**src/rv32i_pkg.sv**
```systemverilog
`default_nettype none

package rv32i_pkg;

    typedef logic [31:0] rv32i_word;
    typedef logic [4:0]  reg_idx_t;

    localparam int QUEUE_DEPTH    = 4;  // Input credits after reset
    localparam int RETIRE_CREDITS = 2;  // Output credits after reset
    localparam rv32i_word RESET_PC = 32'h0000_1000;

    localparam int QPTR_W = $clog2(QUEUE_DEPTH);
    localparam int QCNT_W = $clog2(QUEUE_DEPTH + 1);
    localparam int RCNT_W = $clog2(RETIRE_CREDITS + 1);

    typedef logic [QPTR_W-1:0] qptr_t;
    typedef logic [QCNT_W-1:0] qcnt_t;
    typedef logic [RCNT_W-1:0] retire_cnt_t;

    typedef enum logic [6:0] {
        op_lui   = 7'b0110111,
        op_auipc = 7'b0010111,
        op_jal   = 7'b1101111,
        op_jalr  = 7'b1100111,
        op_br    = 7'b1100011,
        op_load  = 7'b0000011,
        op_store = 7'b0100011,
        op_imm   = 7'b0010011,
        op_reg   = 7'b0110011,
        op_csr   = 7'b1110011
    } rv32i_opcode;

    typedef enum logic [2:0] {
        a_add  = 3'b000,  // Also sub on OP with funct7[5]
        a_sll  = 3'b001,
        a_slt  = 3'b010,
        a_sltu = 3'b011,
        a_xor  = 3'b100,
        a_sr   = 3'b101,  // srl or sra
        a_or   = 3'b110,
        a_and  = 3'b111
    } arith_funct3_t;

    typedef enum logic [2:0] {
        beq  = 3'b000,
        bne  = 3'b001,
        blt  = 3'b100,
        bge  = 3'b101,
        bltu = 3'b110,
        bgeu = 3'b111
    } branch_funct3_t;

    // Same order as funct3 so most ops cast straight across
    typedef enum logic [2:0] {
        alu_add = 3'b000,
        alu_sll = 3'b001,
        alu_sra = 3'b010,
        alu_sub = 3'b011,
        alu_xor = 3'b100,
        alu_srl = 3'b101,
        alu_or  = 3'b110,
        alu_and = 3'b111
    } alu_ops;

    typedef enum logic {alumux1_rs1_out, alumux1_pc_out} alumux1_sel_t;

    typedef enum logic [2:0] {
        alumux2_i_imm, alumux2_u_imm, alumux2_b_imm, alumux2_s_imm, alumux2_rs2_out
    } alumux2_sel_t;

    typedef enum logic {cmpmux_rs2_out, cmpmux_i_imm} cmpmux_sel_t;

    typedef enum logic [1:0] {
        regfilemux_alu_out, regfilemux_br_en, regfilemux_u_imm
    } regfilemux_sel_t;

    typedef enum logic {pcmux_pc_plus4, pcmux_alu_out} pcmux_sel_t;

    typedef struct packed {
        rv32i_opcode     opcode;
        alu_ops          aluop;
        branch_funct3_t  cmpop;
        alumux1_sel_t    alumux1_sel;
        alumux2_sel_t    alumux2_sel;
        cmpmux_sel_t     cmpmux_sel;
        regfilemux_sel_t regfilemux_sel;
        pcmux_sel_t      pcmux_sel;
        logic            load_regfile;
        reg_idx_t        rd;
        logic            illegal;
    } ctrl_word_t;

    typedef struct packed {
        logic       valid;
        rv32i_word  pc;
        ctrl_word_t ctrl;
        rv32i_word  rs1_val;
        rv32i_word  rs2_val;
        rv32i_word  i_imm;
        rv32i_word  s_imm;
        rv32i_word  b_imm;
        rv32i_word  u_imm;
    } dec_stage_t;

    typedef struct packed {
        rv32i_word pc;
        reg_idx_t  rd;
        rv32i_word value;
        logic      we;
        rv32i_word next_pc;
        logic      illegal;
    } retire_t;

endpackage

`default_nettype wire
```
**src/rv32i_core.sv**
```systemverilog
`default_nettype none

module rv32i_core (
    input  logic                 clk,
    input  logic                 rst_n,
    input  logic                 inst_valid,
    input  rv32i_pkg::rv32i_word inst,
    output logic                 inst_credit,
    output logic                 retire_valid,
    output rv32i_pkg::retire_t   retire,
    input  logic                 retire_credit
);
    rv32i_pkg::rv32i_word  head;
    logic                  not_empty;
    logic                  pop;
    logic                  stall;
    rv32i_pkg::reg_idx_t   rs1;
    rv32i_pkg::reg_idx_t   rs2;
    rv32i_pkg::rv32i_word  rs1_val;
    rv32i_pkg::rv32i_word  rs2_val;
    rv32i_pkg::rv32i_word  i_imm;
    rv32i_pkg::rv32i_word  s_imm;
    rv32i_pkg::rv32i_word  b_imm;
    rv32i_pkg::rv32i_word  u_imm;
    rv32i_pkg::ctrl_word_t ctrl;
    logic                  wr_en;
    rv32i_pkg::reg_idx_t   wr_idx;
    rv32i_pkg::rv32i_word  wr_data;
    rv32i_pkg::rv32i_word  next_pc;
    rv32i_pkg::rv32i_word  pc_q;
    rv32i_pkg::rv32i_word  pc_issue;
    rv32i_pkg::dec_stage_t dec_q;

    assign pop = not_empty && !stall;

    // Instruction in execute hands its next_pc straight to the one being popped
    assign pc_issue = dec_q.valid ? next_pc : pc_q;

    inst_queue queue0 (.clk, .rst_n, .inst_valid, .inst, .pop, .head, .not_empty, .inst_credit);

    ir_decode decode0 (.inst(head), .rs1, .rs2, .i_imm, .s_imm, .b_imm, .u_imm);

    control_rom rom0 (.inst(head), .ctrl);

    regfile regs0 (.clk, .rst_n, .rs1, .rs2, .rs1_val, .rs2_val, .wr_en, .wr_idx, .wr_data);

    execute exec0 (
        .clk, .rst_n, .dec(dec_q), .stall, .wr_en, .wr_idx, .wr_data, .next_pc,
        .retire_valid, .retire, .retire_credit
    );

    always_ff @(posedge clk)
    begin
        if (!rst_n)
        begin
            pc_q        <= rv32i_pkg::RESET_PC;
            dec_q.valid <= 1'b0;
        end
        else if (!stall)
        begin
            if (dec_q.valid)
                pc_q <= next_pc;
            dec_q.valid <= not_empty;
        end
        if (pop)
        begin
            dec_q.pc      <= pc_issue;
            dec_q.ctrl    <= ctrl;
            dec_q.rs1_val <= rs1_val;
            dec_q.rs2_val <= rs2_val;
            dec_q.i_imm   <= i_imm;
            dec_q.s_imm   <= s_imm;
            dec_q.b_imm   <= b_imm;
            dec_q.u_imm   <= u_imm;
        end
    end

endmodule

`default_nettype wire

```
**src/execute.sv**
```systemverilog
`default_nettype none

module execute (
    input  logic                  clk,
    input  logic                  rst_n,
    input  rv32i_pkg::dec_stage_t dec,
    output logic                  stall,
    output logic                  wr_en,
    output rv32i_pkg::reg_idx_t   wr_idx,
    output rv32i_pkg::rv32i_word  wr_data,
    output rv32i_pkg::rv32i_word  next_pc,
    output logic                  retire_valid,
    output rv32i_pkg::retire_t    retire,
    input  logic                  retire_credit
);
    rv32i_pkg::rv32i_word  alu_a;
    rv32i_pkg::rv32i_word  alu_b;
    rv32i_pkg::rv32i_word  cmp_b;
    rv32i_pkg::rv32i_word  alu_out;
    rv32i_pkg::rv32i_word  result;
    rv32i_pkg::rv32i_word  pc_plus4;
    rv32i_pkg::retire_cnt_t credits;
    logic                  br_en;
    logic                  we;
    logic                  capture;
    logic                  rec_valid;

    assign alu_a = (dec.ctrl.alumux1_sel == rv32i_pkg::alumux1_pc_out) ? dec.pc : dec.rs1_val;
    assign cmp_b = (dec.ctrl.cmpmux_sel == rv32i_pkg::cmpmux_i_imm) ? dec.i_imm : dec.rs2_val;
    assign pc_plus4 = dec.pc + 32'd4;

    always_comb
    begin
        case (dec.ctrl.alumux2_sel)
            rv32i_pkg::alumux2_u_imm:   alu_b = dec.u_imm;
            rv32i_pkg::alumux2_b_imm:   alu_b = dec.b_imm;
            rv32i_pkg::alumux2_s_imm:   alu_b = dec.s_imm;
            rv32i_pkg::alumux2_rs2_out: alu_b = dec.rs2_val;
            default:                    alu_b = dec.i_imm;
        endcase
    end

    always_comb
    begin
        case (dec.ctrl.aluop)
            rv32i_pkg::alu_add: alu_out = alu_a + alu_b;
            rv32i_pkg::alu_sll: alu_out = alu_a << alu_b[4:0];
            rv32i_pkg::alu_sra: alu_out = $unsigned($signed(alu_a) >>> alu_b[4:0]);
            rv32i_pkg::alu_sub: alu_out = alu_a - alu_b;
            rv32i_pkg::alu_xor: alu_out = alu_a ^ alu_b;
            rv32i_pkg::alu_srl: alu_out = alu_a >> alu_b[4:0];
            rv32i_pkg::alu_or:  alu_out = alu_a | alu_b;
            default:            alu_out = alu_a & alu_b;
        endcase
    end

    always_comb
    begin
        case (dec.ctrl.cmpop)
            rv32i_pkg::beq:  br_en = (dec.rs1_val == cmp_b);
            rv32i_pkg::bne:  br_en = (dec.rs1_val != cmp_b);
            rv32i_pkg::blt:  br_en = ($signed(dec.rs1_val) < $signed(cmp_b));
            rv32i_pkg::bge:  br_en = ($signed(dec.rs1_val) >= $signed(cmp_b));
            rv32i_pkg::bltu: br_en = (dec.rs1_val < cmp_b);
            rv32i_pkg::bgeu: br_en = (dec.rs1_val >= cmp_b);
            default:         br_en = 1'b0;
        endcase
    end

    always_comb
    begin
        case (dec.ctrl.regfilemux_sel)
            rv32i_pkg::regfilemux_br_en: result = {31'd0, br_en};
            rv32i_pkg::regfilemux_u_imm: result = dec.u_imm;
            default:                     result = alu_out;
        endcase
    end

    assign next_pc = (dec.ctrl.pcmux_sel == rv32i_pkg::pcmux_alu_out && br_en) ? alu_out
                                                                                : pc_plus4;

    assign retire_valid = rec_valid && (credits != '0);
    assign stall        = rec_valid && (credits == '0);  // Record waiting on a credit
    assign capture      = dec.valid && !stall;
    assign we           = dec.ctrl.load_regfile && (dec.ctrl.rd != '0);

    assign wr_en   = capture && we;
    assign wr_idx  = dec.ctrl.rd;
    assign wr_data = result;

    always_ff @(posedge clk)
    begin
        if (!rst_n)
        begin
            credits   <= rv32i_pkg::retire_cnt_t'(rv32i_pkg::RETIRE_CREDITS);
            rec_valid <= 1'b0;
        end
        else
        begin
            credits   <= credits - retire_valid + retire_credit;
            rec_valid <= capture || stall;
        end
    end

    always_ff @(posedge clk)
    begin
        if (capture)
        begin
            retire.pc      <= dec.pc;
            retire.rd      <= dec.ctrl.rd;
            retire.value   <= we ? result : '0;
            retire.we      <= we;
            retire.next_pc <= next_pc;
            retire.illegal <= dec.ctrl.illegal;
        end
    end

endmodule

`default_nettype wire

```
**src/regfile.sv**
```systemverilog
`default_nettype none

module regfile (
    input  logic                 clk,
    input  logic                 rst_n,
    input  rv32i_pkg::reg_idx_t  rs1,
    input  rv32i_pkg::reg_idx_t  rs2,
    output rv32i_pkg::rv32i_word rs1_val,
    output rv32i_pkg::rv32i_word rs2_val,
    input  logic                 wr_en,
    input  rv32i_pkg::reg_idx_t  wr_idx,
    input  rv32i_pkg::rv32i_word wr_data
);
    rv32i_pkg::rv32i_word regs [32];

    function automatic rv32i_pkg::rv32i_word read_port(rv32i_pkg::reg_idx_t idx);
        if (idx == '0)
            return '0;
        if (wr_en && wr_idx == idx)
            return wr_data;  // Same-cycle write wins
        return regs[idx];
    endfunction

    always_ff @(posedge clk)
    begin
        if (!rst_n)
        begin
            for (int i = 0; i < 32; i++)
                regs[i] <= '0;
        end
        else if (wr_en && wr_idx != '0)
            regs[wr_idx] <= wr_data;
    end

    always_comb
    begin
        rs1_val = read_port(rs1);
        rs2_val = read_port(rs2);
    end

endmodule

`default_nettype wire

```
**src/control_rom.sv**
```systemverilog
`default_nettype none

module control_rom (
    input  rv32i_pkg::rv32i_word  inst,
    output rv32i_pkg::ctrl_word_t ctrl
);
    logic [2:0] funct3;
    logic [6:0] funct7;

    assign funct3 = inst[14:12];
    assign funct7 = inst[31:25];

    function automatic rv32i_pkg::ctrl_word_t load_rf(rv32i_pkg::ctrl_word_t c,
                                                      rv32i_pkg::regfilemux_sel_t sel);
        rv32i_pkg::ctrl_word_t r;
        r = c;
        r.load_regfile = 1'b1;
        r.regfilemux_sel = sel;
        return r;
    endfunction

    function automatic rv32i_pkg::ctrl_word_t set_alu(rv32i_pkg::ctrl_word_t c,
                                                      rv32i_pkg::alumux1_sel_t sel1,
                                                      rv32i_pkg::alumux2_sel_t sel2,
                                                      rv32i_pkg::alu_ops op);
        rv32i_pkg::ctrl_word_t r;
        r = c;
        r.alumux1_sel = sel1;
        r.alumux2_sel = sel2;
        r.aluop = op;
        return r;
    endfunction

    function automatic rv32i_pkg::ctrl_word_t set_cmp(rv32i_pkg::ctrl_word_t c,
                                                      rv32i_pkg::cmpmux_sel_t sel,
                                                      rv32i_pkg::branch_funct3_t op);
        rv32i_pkg::ctrl_word_t r;
        r = c;
        r.cmpmux_sel = sel;
        r.cmpop = op;
        return r;
    endfunction

    // OP and OP-IMM differ only in the second operand and in sub
    function automatic rv32i_pkg::ctrl_word_t arith(rv32i_pkg::ctrl_word_t c,
                                                    logic [2:0] f3,
                                                    logic f7_b5,
                                                    logic is_reg);
        rv32i_pkg::ctrl_word_t   r;
        rv32i_pkg::alumux2_sel_t sel2;
        rv32i_pkg::cmpmux_sel_t  csel;
        sel2 = is_reg ? rv32i_pkg::alumux2_rs2_out : rv32i_pkg::alumux2_i_imm;
        csel = is_reg ? rv32i_pkg::cmpmux_rs2_out : rv32i_pkg::cmpmux_i_imm;
        r = c;
        unique case (rv32i_pkg::arith_funct3_t'(f3))
            rv32i_pkg::a_slt:
                r = set_cmp(load_rf(r, rv32i_pkg::regfilemux_br_en), csel, rv32i_pkg::blt);
            rv32i_pkg::a_sltu:
                r = set_cmp(load_rf(r, rv32i_pkg::regfilemux_br_en), csel, rv32i_pkg::bltu);
            rv32i_pkg::a_sr:
            begin
                r = load_rf(r, rv32i_pkg::regfilemux_alu_out);
                r = set_alu(r, rv32i_pkg::alumux1_rs1_out, sel2,
                            f7_b5 ? rv32i_pkg::alu_sra : rv32i_pkg::alu_srl);
            end
            rv32i_pkg::a_add:
            begin
                r = load_rf(r, rv32i_pkg::regfilemux_alu_out);
                r = set_alu(r, rv32i_pkg::alumux1_rs1_out, sel2,
                            (is_reg && f7_b5) ? rv32i_pkg::alu_sub : rv32i_pkg::alu_add);
            end
            default:
            begin
                r = load_rf(r, rv32i_pkg::regfilemux_alu_out);
                r = set_alu(r, rv32i_pkg::alumux1_rs1_out, sel2, rv32i_pkg::alu_ops'(f3));
            end
        endcase
        return r;
    endfunction

    always_comb
    begin
        ctrl = '0;  // All mux selects at their zero defaults
        ctrl.opcode = rv32i_pkg::rv32i_opcode'(inst[6:0]);
        ctrl.rd = inst[11:7];
        ctrl.cmpop = rv32i_pkg::branch_funct3_t'(funct3);
        ctrl.aluop = rv32i_pkg::alu_add;
        case (ctrl.opcode)
            rv32i_pkg::op_lui:
                ctrl = load_rf(ctrl, rv32i_pkg::regfilemux_u_imm);
            rv32i_pkg::op_auipc:
            begin
                ctrl = load_rf(ctrl, rv32i_pkg::regfilemux_alu_out);
                ctrl = set_alu(ctrl, rv32i_pkg::alumux1_pc_out, rv32i_pkg::alumux2_u_imm,
                               rv32i_pkg::alu_add);
            end
            rv32i_pkg::op_br:
            begin
                // ALU forms the target, comparator decides
                ctrl = set_alu(ctrl, rv32i_pkg::alumux1_pc_out, rv32i_pkg::alumux2_b_imm,
                               rv32i_pkg::alu_add);
                ctrl = set_cmp(ctrl, rv32i_pkg::cmpmux_rs2_out,
                               rv32i_pkg::branch_funct3_t'(funct3));
                ctrl.pcmux_sel = rv32i_pkg::pcmux_alu_out;
            end
            rv32i_pkg::op_imm:
                ctrl = arith(ctrl, funct3, funct7[5], 1'b0);
            rv32i_pkg::op_reg:
                ctrl = arith(ctrl, funct3, funct7[5], 1'b1);
            default:
            begin
                ctrl = '0;  // Loads, stores, jumps and system land here
                ctrl.illegal = 1'b1;
            end
        endcase
    end

endmodule

`default_nettype wire

```
**src/ir_decode.sv**
```systemverilog
`default_nettype none

module ir_decode (
    input  rv32i_pkg::rv32i_word inst,
    output rv32i_pkg::reg_idx_t  rs1,
    output rv32i_pkg::reg_idx_t  rs2,
    output rv32i_pkg::rv32i_word i_imm,
    output rv32i_pkg::rv32i_word s_imm,
    output rv32i_pkg::rv32i_word b_imm,
    output rv32i_pkg::rv32i_word u_imm
);

    assign rs1 = inst[19:15];
    assign rs2 = inst[24:20];

    // Immediates, all sign extended from bit 31
    assign i_imm = {{21{inst[31]}}, inst[30:20]};
    assign s_imm = {{21{inst[31]}}, inst[30:25], inst[11:7]};

    // Branch offset is always even
    assign b_imm = {
        {20{inst[31]}},
        inst[7],
        inst[30:25],
        inst[11:8],
        1'b0
    };

    assign u_imm = {inst[31:12], 12'h000};  // Upper twenty bits

endmodule

`default_nettype wire

```
**src/inst_queue.sv**
```systemverilog
`default_nettype none

module inst_queue (
    input  logic                 clk,
    input  logic                 rst_n,
    input  logic                 inst_valid,
    input  rv32i_pkg::rv32i_word inst,
    input  logic                 pop,
    output rv32i_pkg::rv32i_word head,
    output logic                 not_empty,
    output logic                 inst_credit
);
    rv32i_pkg::rv32i_word mem [rv32i_pkg::QUEUE_DEPTH];
    rv32i_pkg::qptr_t     wr_ptr;
    rv32i_pkg::qptr_t     rd_ptr;
    rv32i_pkg::qcnt_t     count;
    logic                 do_pop;

    function automatic rv32i_pkg::qptr_t next_ptr(rv32i_pkg::qptr_t p);
        if (p == rv32i_pkg::qptr_t'(rv32i_pkg::QUEUE_DEPTH - 1))
            return '0;
        return p + 1'b1;
    endfunction

    assign not_empty   = (count != '0);
    assign head        = mem[rd_ptr];
    assign do_pop      = pop && not_empty;
    assign inst_credit = do_pop;  // One credit back per pop

    always_ff @(posedge clk)
    begin
        if (inst_valid)
            mem[wr_ptr] <= inst;
    end

    always_ff @(posedge clk)
    begin
        if (!rst_n)
        begin
            wr_ptr <= '0;
            rd_ptr <= '0;
            count  <= '0;
        end
        else
        begin
            if (inst_valid)
                wr_ptr <= next_ptr(wr_ptr);
            if (do_pop)
                rd_ptr <= next_ptr(rd_ptr);
            case ({inst_valid, do_pop})
                2'b10:   count <= count + 1'b1;
                2'b01:   count <= count - 1'b1;
                default: count <= count;  // Push and pop cancel
            endcase
        end
    end

endmodule

`default_nettype wire

```
**config.mk**
```make
export PLATFORM = sky130hd
export DESIGN_NAME = rv32i_core
export DESIGN_NICKNAME = d
export VERILOG_FILES = /design/src/rv32i_pkg.sv /design/src/rv32i_core.sv /design/src/execute.sv /design/src/regfile.sv /design/src/control_rom.sv /design/src/ir_decode.sv /design/src/inst_queue.sv
export SDC_FILE = /design/constraint.sdc
export NUM_CORES = 2
export LEC_CHECK = 0
export ABC_CLOCK_PERIOD_IN_PS = 10300
export BUFFER_PORTS_ARGS = -buffer_cell sky130_fd_sc_hd__buf_2
export CAP_MARGIN = 20
export CORE_MARGIN = 2
export CORE_UTILIZATION = 50
export DETAILED_ROUTE_END_ITERATION = 8
export PLACE_DENSITY = 0.66
export SETUP_SLACK_MARGIN = 0.3
export SKIP_LAST_GASP = 1
export SLEW_MARGIN = 25
export SYNTH_ARGS = -nofsm -noshare
export SYNTH_HDL_FRONTEND = slang
export SYNTH_SLANG_ARGS = --single-unit
```
**constraint.sdc**
```tcl
create_clock -name clk -period 10.3 [get_ports clk]
set_input_delay 2.06 -clock clk [delete_from_list [all_inputs] [get_ports clk]]
set_output_delay 2.06 -clock clk [all_outputs]
set_load 0.01 [all_outputs]
```
Word level (Yosys, flattened, before mapping)
Memories as Yosys holds them, arrays and structs flattened. A register that Yosys moved wholly into a read port is not among the register bits.
Cells that the tools add are included.
{ "op_classes": {"n_addsub": 9, "magnitude_cmp": 4, "n_eq_ne": 33, "shift": 3, "n_mux": 49, "bitwise": 3, "n_reduce_logical": 24} }
{ "op_table": {"columns": ["cell", "n"], "rows": [
  ["two-way mux 32 bit", 13],
  ["case mux 32 bit (7 select lines)", 1],
  ["case mux 21 bit (4 select lines)", 2],
  ["case mux 32 bit (4 select lines)", 1],
  ["case mux 21 bit (5 select lines)", 1],
  ["greater-or-equal comparator 32 bit", 2],
  ["< comparator 32 bit", 2],
  ["case mux 32 bit (2 select lines)", 1],
  ["adder 32 x 3 -> 32 bit, second input constant", 1],
  ["adder 32 bit", 1],
  ["bitwise AND 32 bit", 1],
  ["equality test 32 bit", 1],
  ["!= test 32 bit", 1],
  ["OR 32 bit", 1],
  ["OR reduction 32 bit", 1],
  ["<< shifter 32 x 5 -> 32 bit", 1],
  ["right shift 32 x 5 -> 32 bit", 1],
  [">>> shifter 32 x 5 -> 32 bit", 1],
  ["subtractor 32 bit", 1],
  ["XOR 32 bit", 1],
  ["equality test 3 bit, second input constant", 9],
  ["two-way mux 1 bit", 19],
  ["equality test 3 x 2 -> 1 bit, second input constant", 6],
  ["equality test 7 x 5 -> 1 bit, second input constant", 2],
  ["25 further kinds", 54]
]} }
{ "word_totals": {"regBits": 319, "ramBits": 1152, "output_inout_bits": 105, "mem_count": 2} }
{ "memory_table": {"columns": ["name", "words", "width", "rd", "rd_clocked_by_memory_dff", "write_ports", "line_no", "text"], "rows": [
  ["regs0.regs", 32, 32, 2, 0, 32, "regfile.sv:14", "rv32i_pkg::rv32i_word regs [32];"],
  ["queue0.mem", 4, 32, 1, 1, 1, "inst_queue.sv:13", "rv32i_pkg::rv32i_word mem [rv32i_pkg::QUEUE_DEPTH];"]
]} }

Depth between registers and ports, before layout
{ "depth": {"depth_word": 11, "ltp_mapped": 28, "ltp_nobuf": 22} }

Hierarchy
A second synthesis with hierarchy kept.
{ "hier_totals": {"cells_unflattened": 6759, "area_unflattened_um2": 87695.4} }
{ "modules_own_cells": {"columns": ["module", "n_inst", "cells_each", "area_per_inst_um2", "seq_area_each_um2"], "rows": [
  ["regfile", 1, 3813, 55089.1, 30749.5],
  ["execute", 1, 2100, 16803.6, 3153.0],
  ["rv32i_core", 1, 433, 9281.4, 8227.9],
  ["inst_queue", 1, 218, 5123.7, 4023.9],
  ["ir_decode", 1, 139, 1039.7, 0.0],
  ["control_rom", 1, 56, 357.8, 0.0]
]} }

Least setup slack after synthesis
OpenSTA, ideal clock, no wires.
{ "synth_path": {"path_type": "register to output", "start": "register exec0.rec_valid", "end": "output port inst_credit", "arrival_ps": 6625, "setup_slack_ps": 1615, "stages_incl_launch_ff": 3, "cell_sequence": "dfxtp_1 -> nor3b_1 -> nor2_1"} }
{ "synth_between": {"elab_chain_cells": 4} }
{ "synth_rtl": {"columns": ["element", "line_no", "text"], "rows": [
  ["start, declared", "execute.sv:26", "logic rec_valid;"],
  ["start signal, assigned", "execute.sv:101", "rec_valid <= capture || stall;"],
  ["logical AND 1 bit", "execute.sv:83", "assign stall = rec_valid && (credits == '0);"],
  ["zero test 1 bit", "rv32i_core.sv:34", "assign pop = not_empty && !stall;"],
  ["logical AND 1 bit", "rv32i_core.sv:34", null],
  ["logical AND 1 bit", "inst_queue.sv:27", "assign do_pop = pop && not_empty;"],
  ["end, declared", "rv32i_core.sv:8", "output logic inst_credit,"]
]} }
No other way between the ends.

Final worst setup path
{ "layout_path": {"start": "register dec_q[203] (netlist name)", "end": "register dec_q[184] (netlist name) (data pin)"} }
{ "layout_between": {"elab_chain_cells": 8, "word_cells_on_any_way": 18, "cone_classes": "2 x add/sub; 4 x eq/ne; 3 x shift; 6 x mux; 3 x bitwise"} }
{ "layout_rtl": {"columns": ["element", "line_no", "text"], "rows": [
  ["start, declared", "rv32i_core.sv:32", "rv32i_pkg::dec_stage_t dec_q;"],
  ["equality test 3 bit, or another cell as far along", "execute.sv:34", "case (dec.ctrl.alumux2_sel)"],
  ["case mux 32 bit (4 select lines) *", "execute.sv:34", null],
  ["subtractor 32 bit, or another cell as far along", "execute.sv:49", "rv32i_pkg::alu_sub: alu_out = alu_a - alu_b;"],
  ["case mux 32 bit (7 select lines) *", "execute.sv:45", "case (dec.ctrl.aluop)"],
  ["case mux 32 bit (2 select lines) *", "execute.sv:72", "case (dec.ctrl.regfilemux_sel)"],
  ["two-way mux 32 bit *", "regfile.sv:19", "if (wr_en && wr_idx == idx)"],
  ["two-way mux 32 bit *", "regfile.sv:21", "return regs[idx];"],
  ["two-way mux 32 bit *", "regfile.sv:19", null]
]} }
Every way passes the cells marked *; elsewhere a longest branch is shown, timed or not.
A chain may end at the register's enable or synchronous reset.

==> flow_summary.json <==
{
  "track_usage_pct": 38.74,
  "post-route-util_pct": 55.48,
  "postPlaceCellArea_mm2": 0.08278,
  "cts_num_sinks": 1441,
  "firstDrtPassIters": 6,
  "ys.warnings.count": 0,
  "antenna_left": 0,
  "cts_tree": "built",
  "port-buffer-count": 140,
  "timing.slew.headroom_pct": 15.68,
  "tightest_slew_ns": 1.265,
  "cap_violations": 0,
  "place_ws_ns": 2.404,
  "boundaryPins": 141,
  "ys.flop_type": "edfxtp_1",
  "cts_root_buffer": "clkbuf_16",
  "antenna_found_initial": 5,
  "min_path_type": "reg2reg",
  "seq_area_frac_synth_pct": 54.10,
  "cts_htree_levels": 4,
  "clk_pin_slew_ns": 0.06,
  "cts_inserted_buffers": 149,
  "vias": 59020,
  "start_util_pct": 50.15,
  "row_count": 146,
  "grt_max_degree": 103,
  "routed_via_density": 7.170,
  "slowest_stage": "edfxtp_1",
  "post_cts_buffers": 0,
  "cts_resized": 0,
  "drt_iter0_drc": 9413,
  "hold_viol": 0,
  "outcome": "finished clean",
  "die_w_um": 401.9,
  "clock_path_buffers": 3,
  "syn2layout_area_growth_pct": 10.62,
  "die_area_mm2": 0.1615,
  "startpoint_type": "flop",
  "worstPathCellList": "nor3_1, o21a_1, nor2_4, buf_4, inv_2, nor2_2, nand3_1, nor4_1, nand2_1, o21ai_0, xnor2_1, ha_1, nand2_1, o21ai_0, nor2_1, a41oi_1, a31oi_1, xnor2_1, a221oi_1, o2bb2ai_1, mux2_2, a211oi_1",
  "crit_arrival_ns": 8.72,
  "grt_pass1_vias": 57000,
  "setup_violations": 0,
  "setup_ws_ns": 2.031,
  "finClkSkew_ns": 0.06930,
  "cp_max_fo": 34,
  "wl_per_cell_um": 38.27,
  "gp_congestion": 1.048,
  "endpoint_kind": "flop",
  "netlist_area_mm2": 0.07916,
  "crit_path_max_incr_delay_ns": 1.04,
  "max_freq_mhz": 120.9,
  "cts_hold_buf": 0,
  "crit_required_ns": 10.75,
  "finalNetCount": 6228,
  "fin_area_mm2": 0.08757,
  "slew_violations": 0,
  "synthesis.instances": 6050,
  "synth_enable_flop_cells": 1396,
  "final.setup.tns_ns": 0,
  "gr-total-overflow": 0,
  "finalCriticalPeriod_ns": 8.269,
  "drive_above_1_share_pct": 23.90,
  "rsz0062_at_grt": "false",
  "worst-setup-path-type": "reg2reg",
  "yosysUniqueCellTypes": 96,
  "avgSynthCellArea_um2": 13.08,
  "clk_latency_ns": 0.81,
  "drc": 0,
  "synthArstFlopShare_pct": 0,
  "grt_pass1_wl_mm": 438.2,
  "core_area_mm2": 0.1578,
  "wl_mm": 315.0,
  "hpwl_mm": 203.1,
  "die_h_um": 401.9,
  "final_cell_mix": "edfxtp_1 (1396), nor2_1 (1179), mux4_2 (665)",
  "mostFrequentLayoutCell": "edfxtp_1",
  "fin_crit_sh_pct": 80.28,
  "ys_ff_latch": 1441
}
[final cells by class]
type / instances / area (um2)
sequential: 1441 / 42820
clock inverter: 69 / 719.4
multi-input combinational: 3954 / 34360
fill: 12760 / 70270
antenna: 3 / 7.507
clock buffer: 188 / 3938
tap: 2072 / 2592
timing repair buffer: 367 / 2605
inverter: 137 / 520.5
[layer usage]
layer	GRT usage [%]	part of all wire (%)	wire [um]	vias to the layer above
met4	27.67	8.7	27410	4
met1	49.02	34	107100	29780
met2	58.19	45	140900	4846
met3	10.19	13	39490	1096
li1	-	-	-	23300
met5	0	0.0060	19	-
[state kept, by name (all words and copies together), names as in the netlist, 3 cells and up, named ones only]
name and cells:
queue0.mem 128, pc_q 32, regs0.regs 1024, dec_q 142
queue0.count 3, exec0.retire 103
[through the flow]
step	hold WS, ns	std cells
global placement	0.4106	7962
finish	0.4280	8231
global route	0.4276	8228
floorplan	0.4003	6081
detailed placement	0.4262	7965
CTS	0.4261	8222
[final timing paths]
check	startpoint	endpoint	slack, ns	depth (start not counted)
max	dec_q[203]	dec_q[184]	2.03	22
min reg2reg	dec_q[192]	exec0.retire[0]	0.43	0
min	dec_q[192]	exec0.retire[0]	0.43	0
max reg2reg	dec_q[203]	dec_q[184]	2.03	22
[worst max-delay path, delay by kind of cell (launching register included)]
family,cells,cell delay [ns]
mux,1,0.87
flops,1,1.04
compound gates,8,2.60
fa+ha+maj,1,0.42
xor+xnor,2,0.27
simple gates,8,2.28
buf+inv,2,0.41
[Yosys cell counts (all sizes together) (9+ instances only)]
library cell	n	share of area (%)
edfxtp	1396	53
nor2	1218	5.9
mux4	674	19
clkbuf	402	1.9
a21oi	306	1.9
nand2	250	1.2
o21ai	199	1.3
buf	147	0.83
ha	140	2.2
inv	134	0.64
a211oi	123	1.2
nor3	103	0.65
xnor2	74	0.82
mux2i	68	0.86
a31oi	63	0.50
nor2b	62	0.49
nand3	57	0.36
dfxtp	45	1.1
mux2	39	0.56
o211ai	39	0.38
nand4	36	0.28
and3	34	0.27
and2	27	0.21
a22oi	26	0.25
a22o	22	0.24
o221ai	21	0.23
o22ai	21	0.17
nand2b	20	0.16
xor2	18	0.20
a21o	17	0.16
or2	17	0.13
o21a	16	0.15
nor4	15	0.13
o31ai	15	0.14
nand3b	14	0.13
a2111oi	12	0.13
o32ai	12	0.13
a221oi	11	0.15
a311oi	10	0.11
nor3b	10	0.10
o221a	10	0.14
a32oi	9	0.12
o21bai	9	0.10
or3	9	0.071
[cells by family (layout without fill, tap and decap cells)]
group,Yosys count,after routing,synth area share (%)
multiplexers,781,781,20.60
adder cells (fa/ha/maj),142,142,2.263
buffers and inverters,686,761,3.387
AO/OA/AOI/OAI,1012,1012,8.290
XOR/XNOR,92,92,1.018
other,1,35,0.004737
flip-flops,1441,1441,54.10
AND/OR/NAND/NOR,1895,1895,10.35
Power is left out: the tool's default activity adds up to more than one toggle a clock period on the data nets, which glitch-free logic cannot reach.
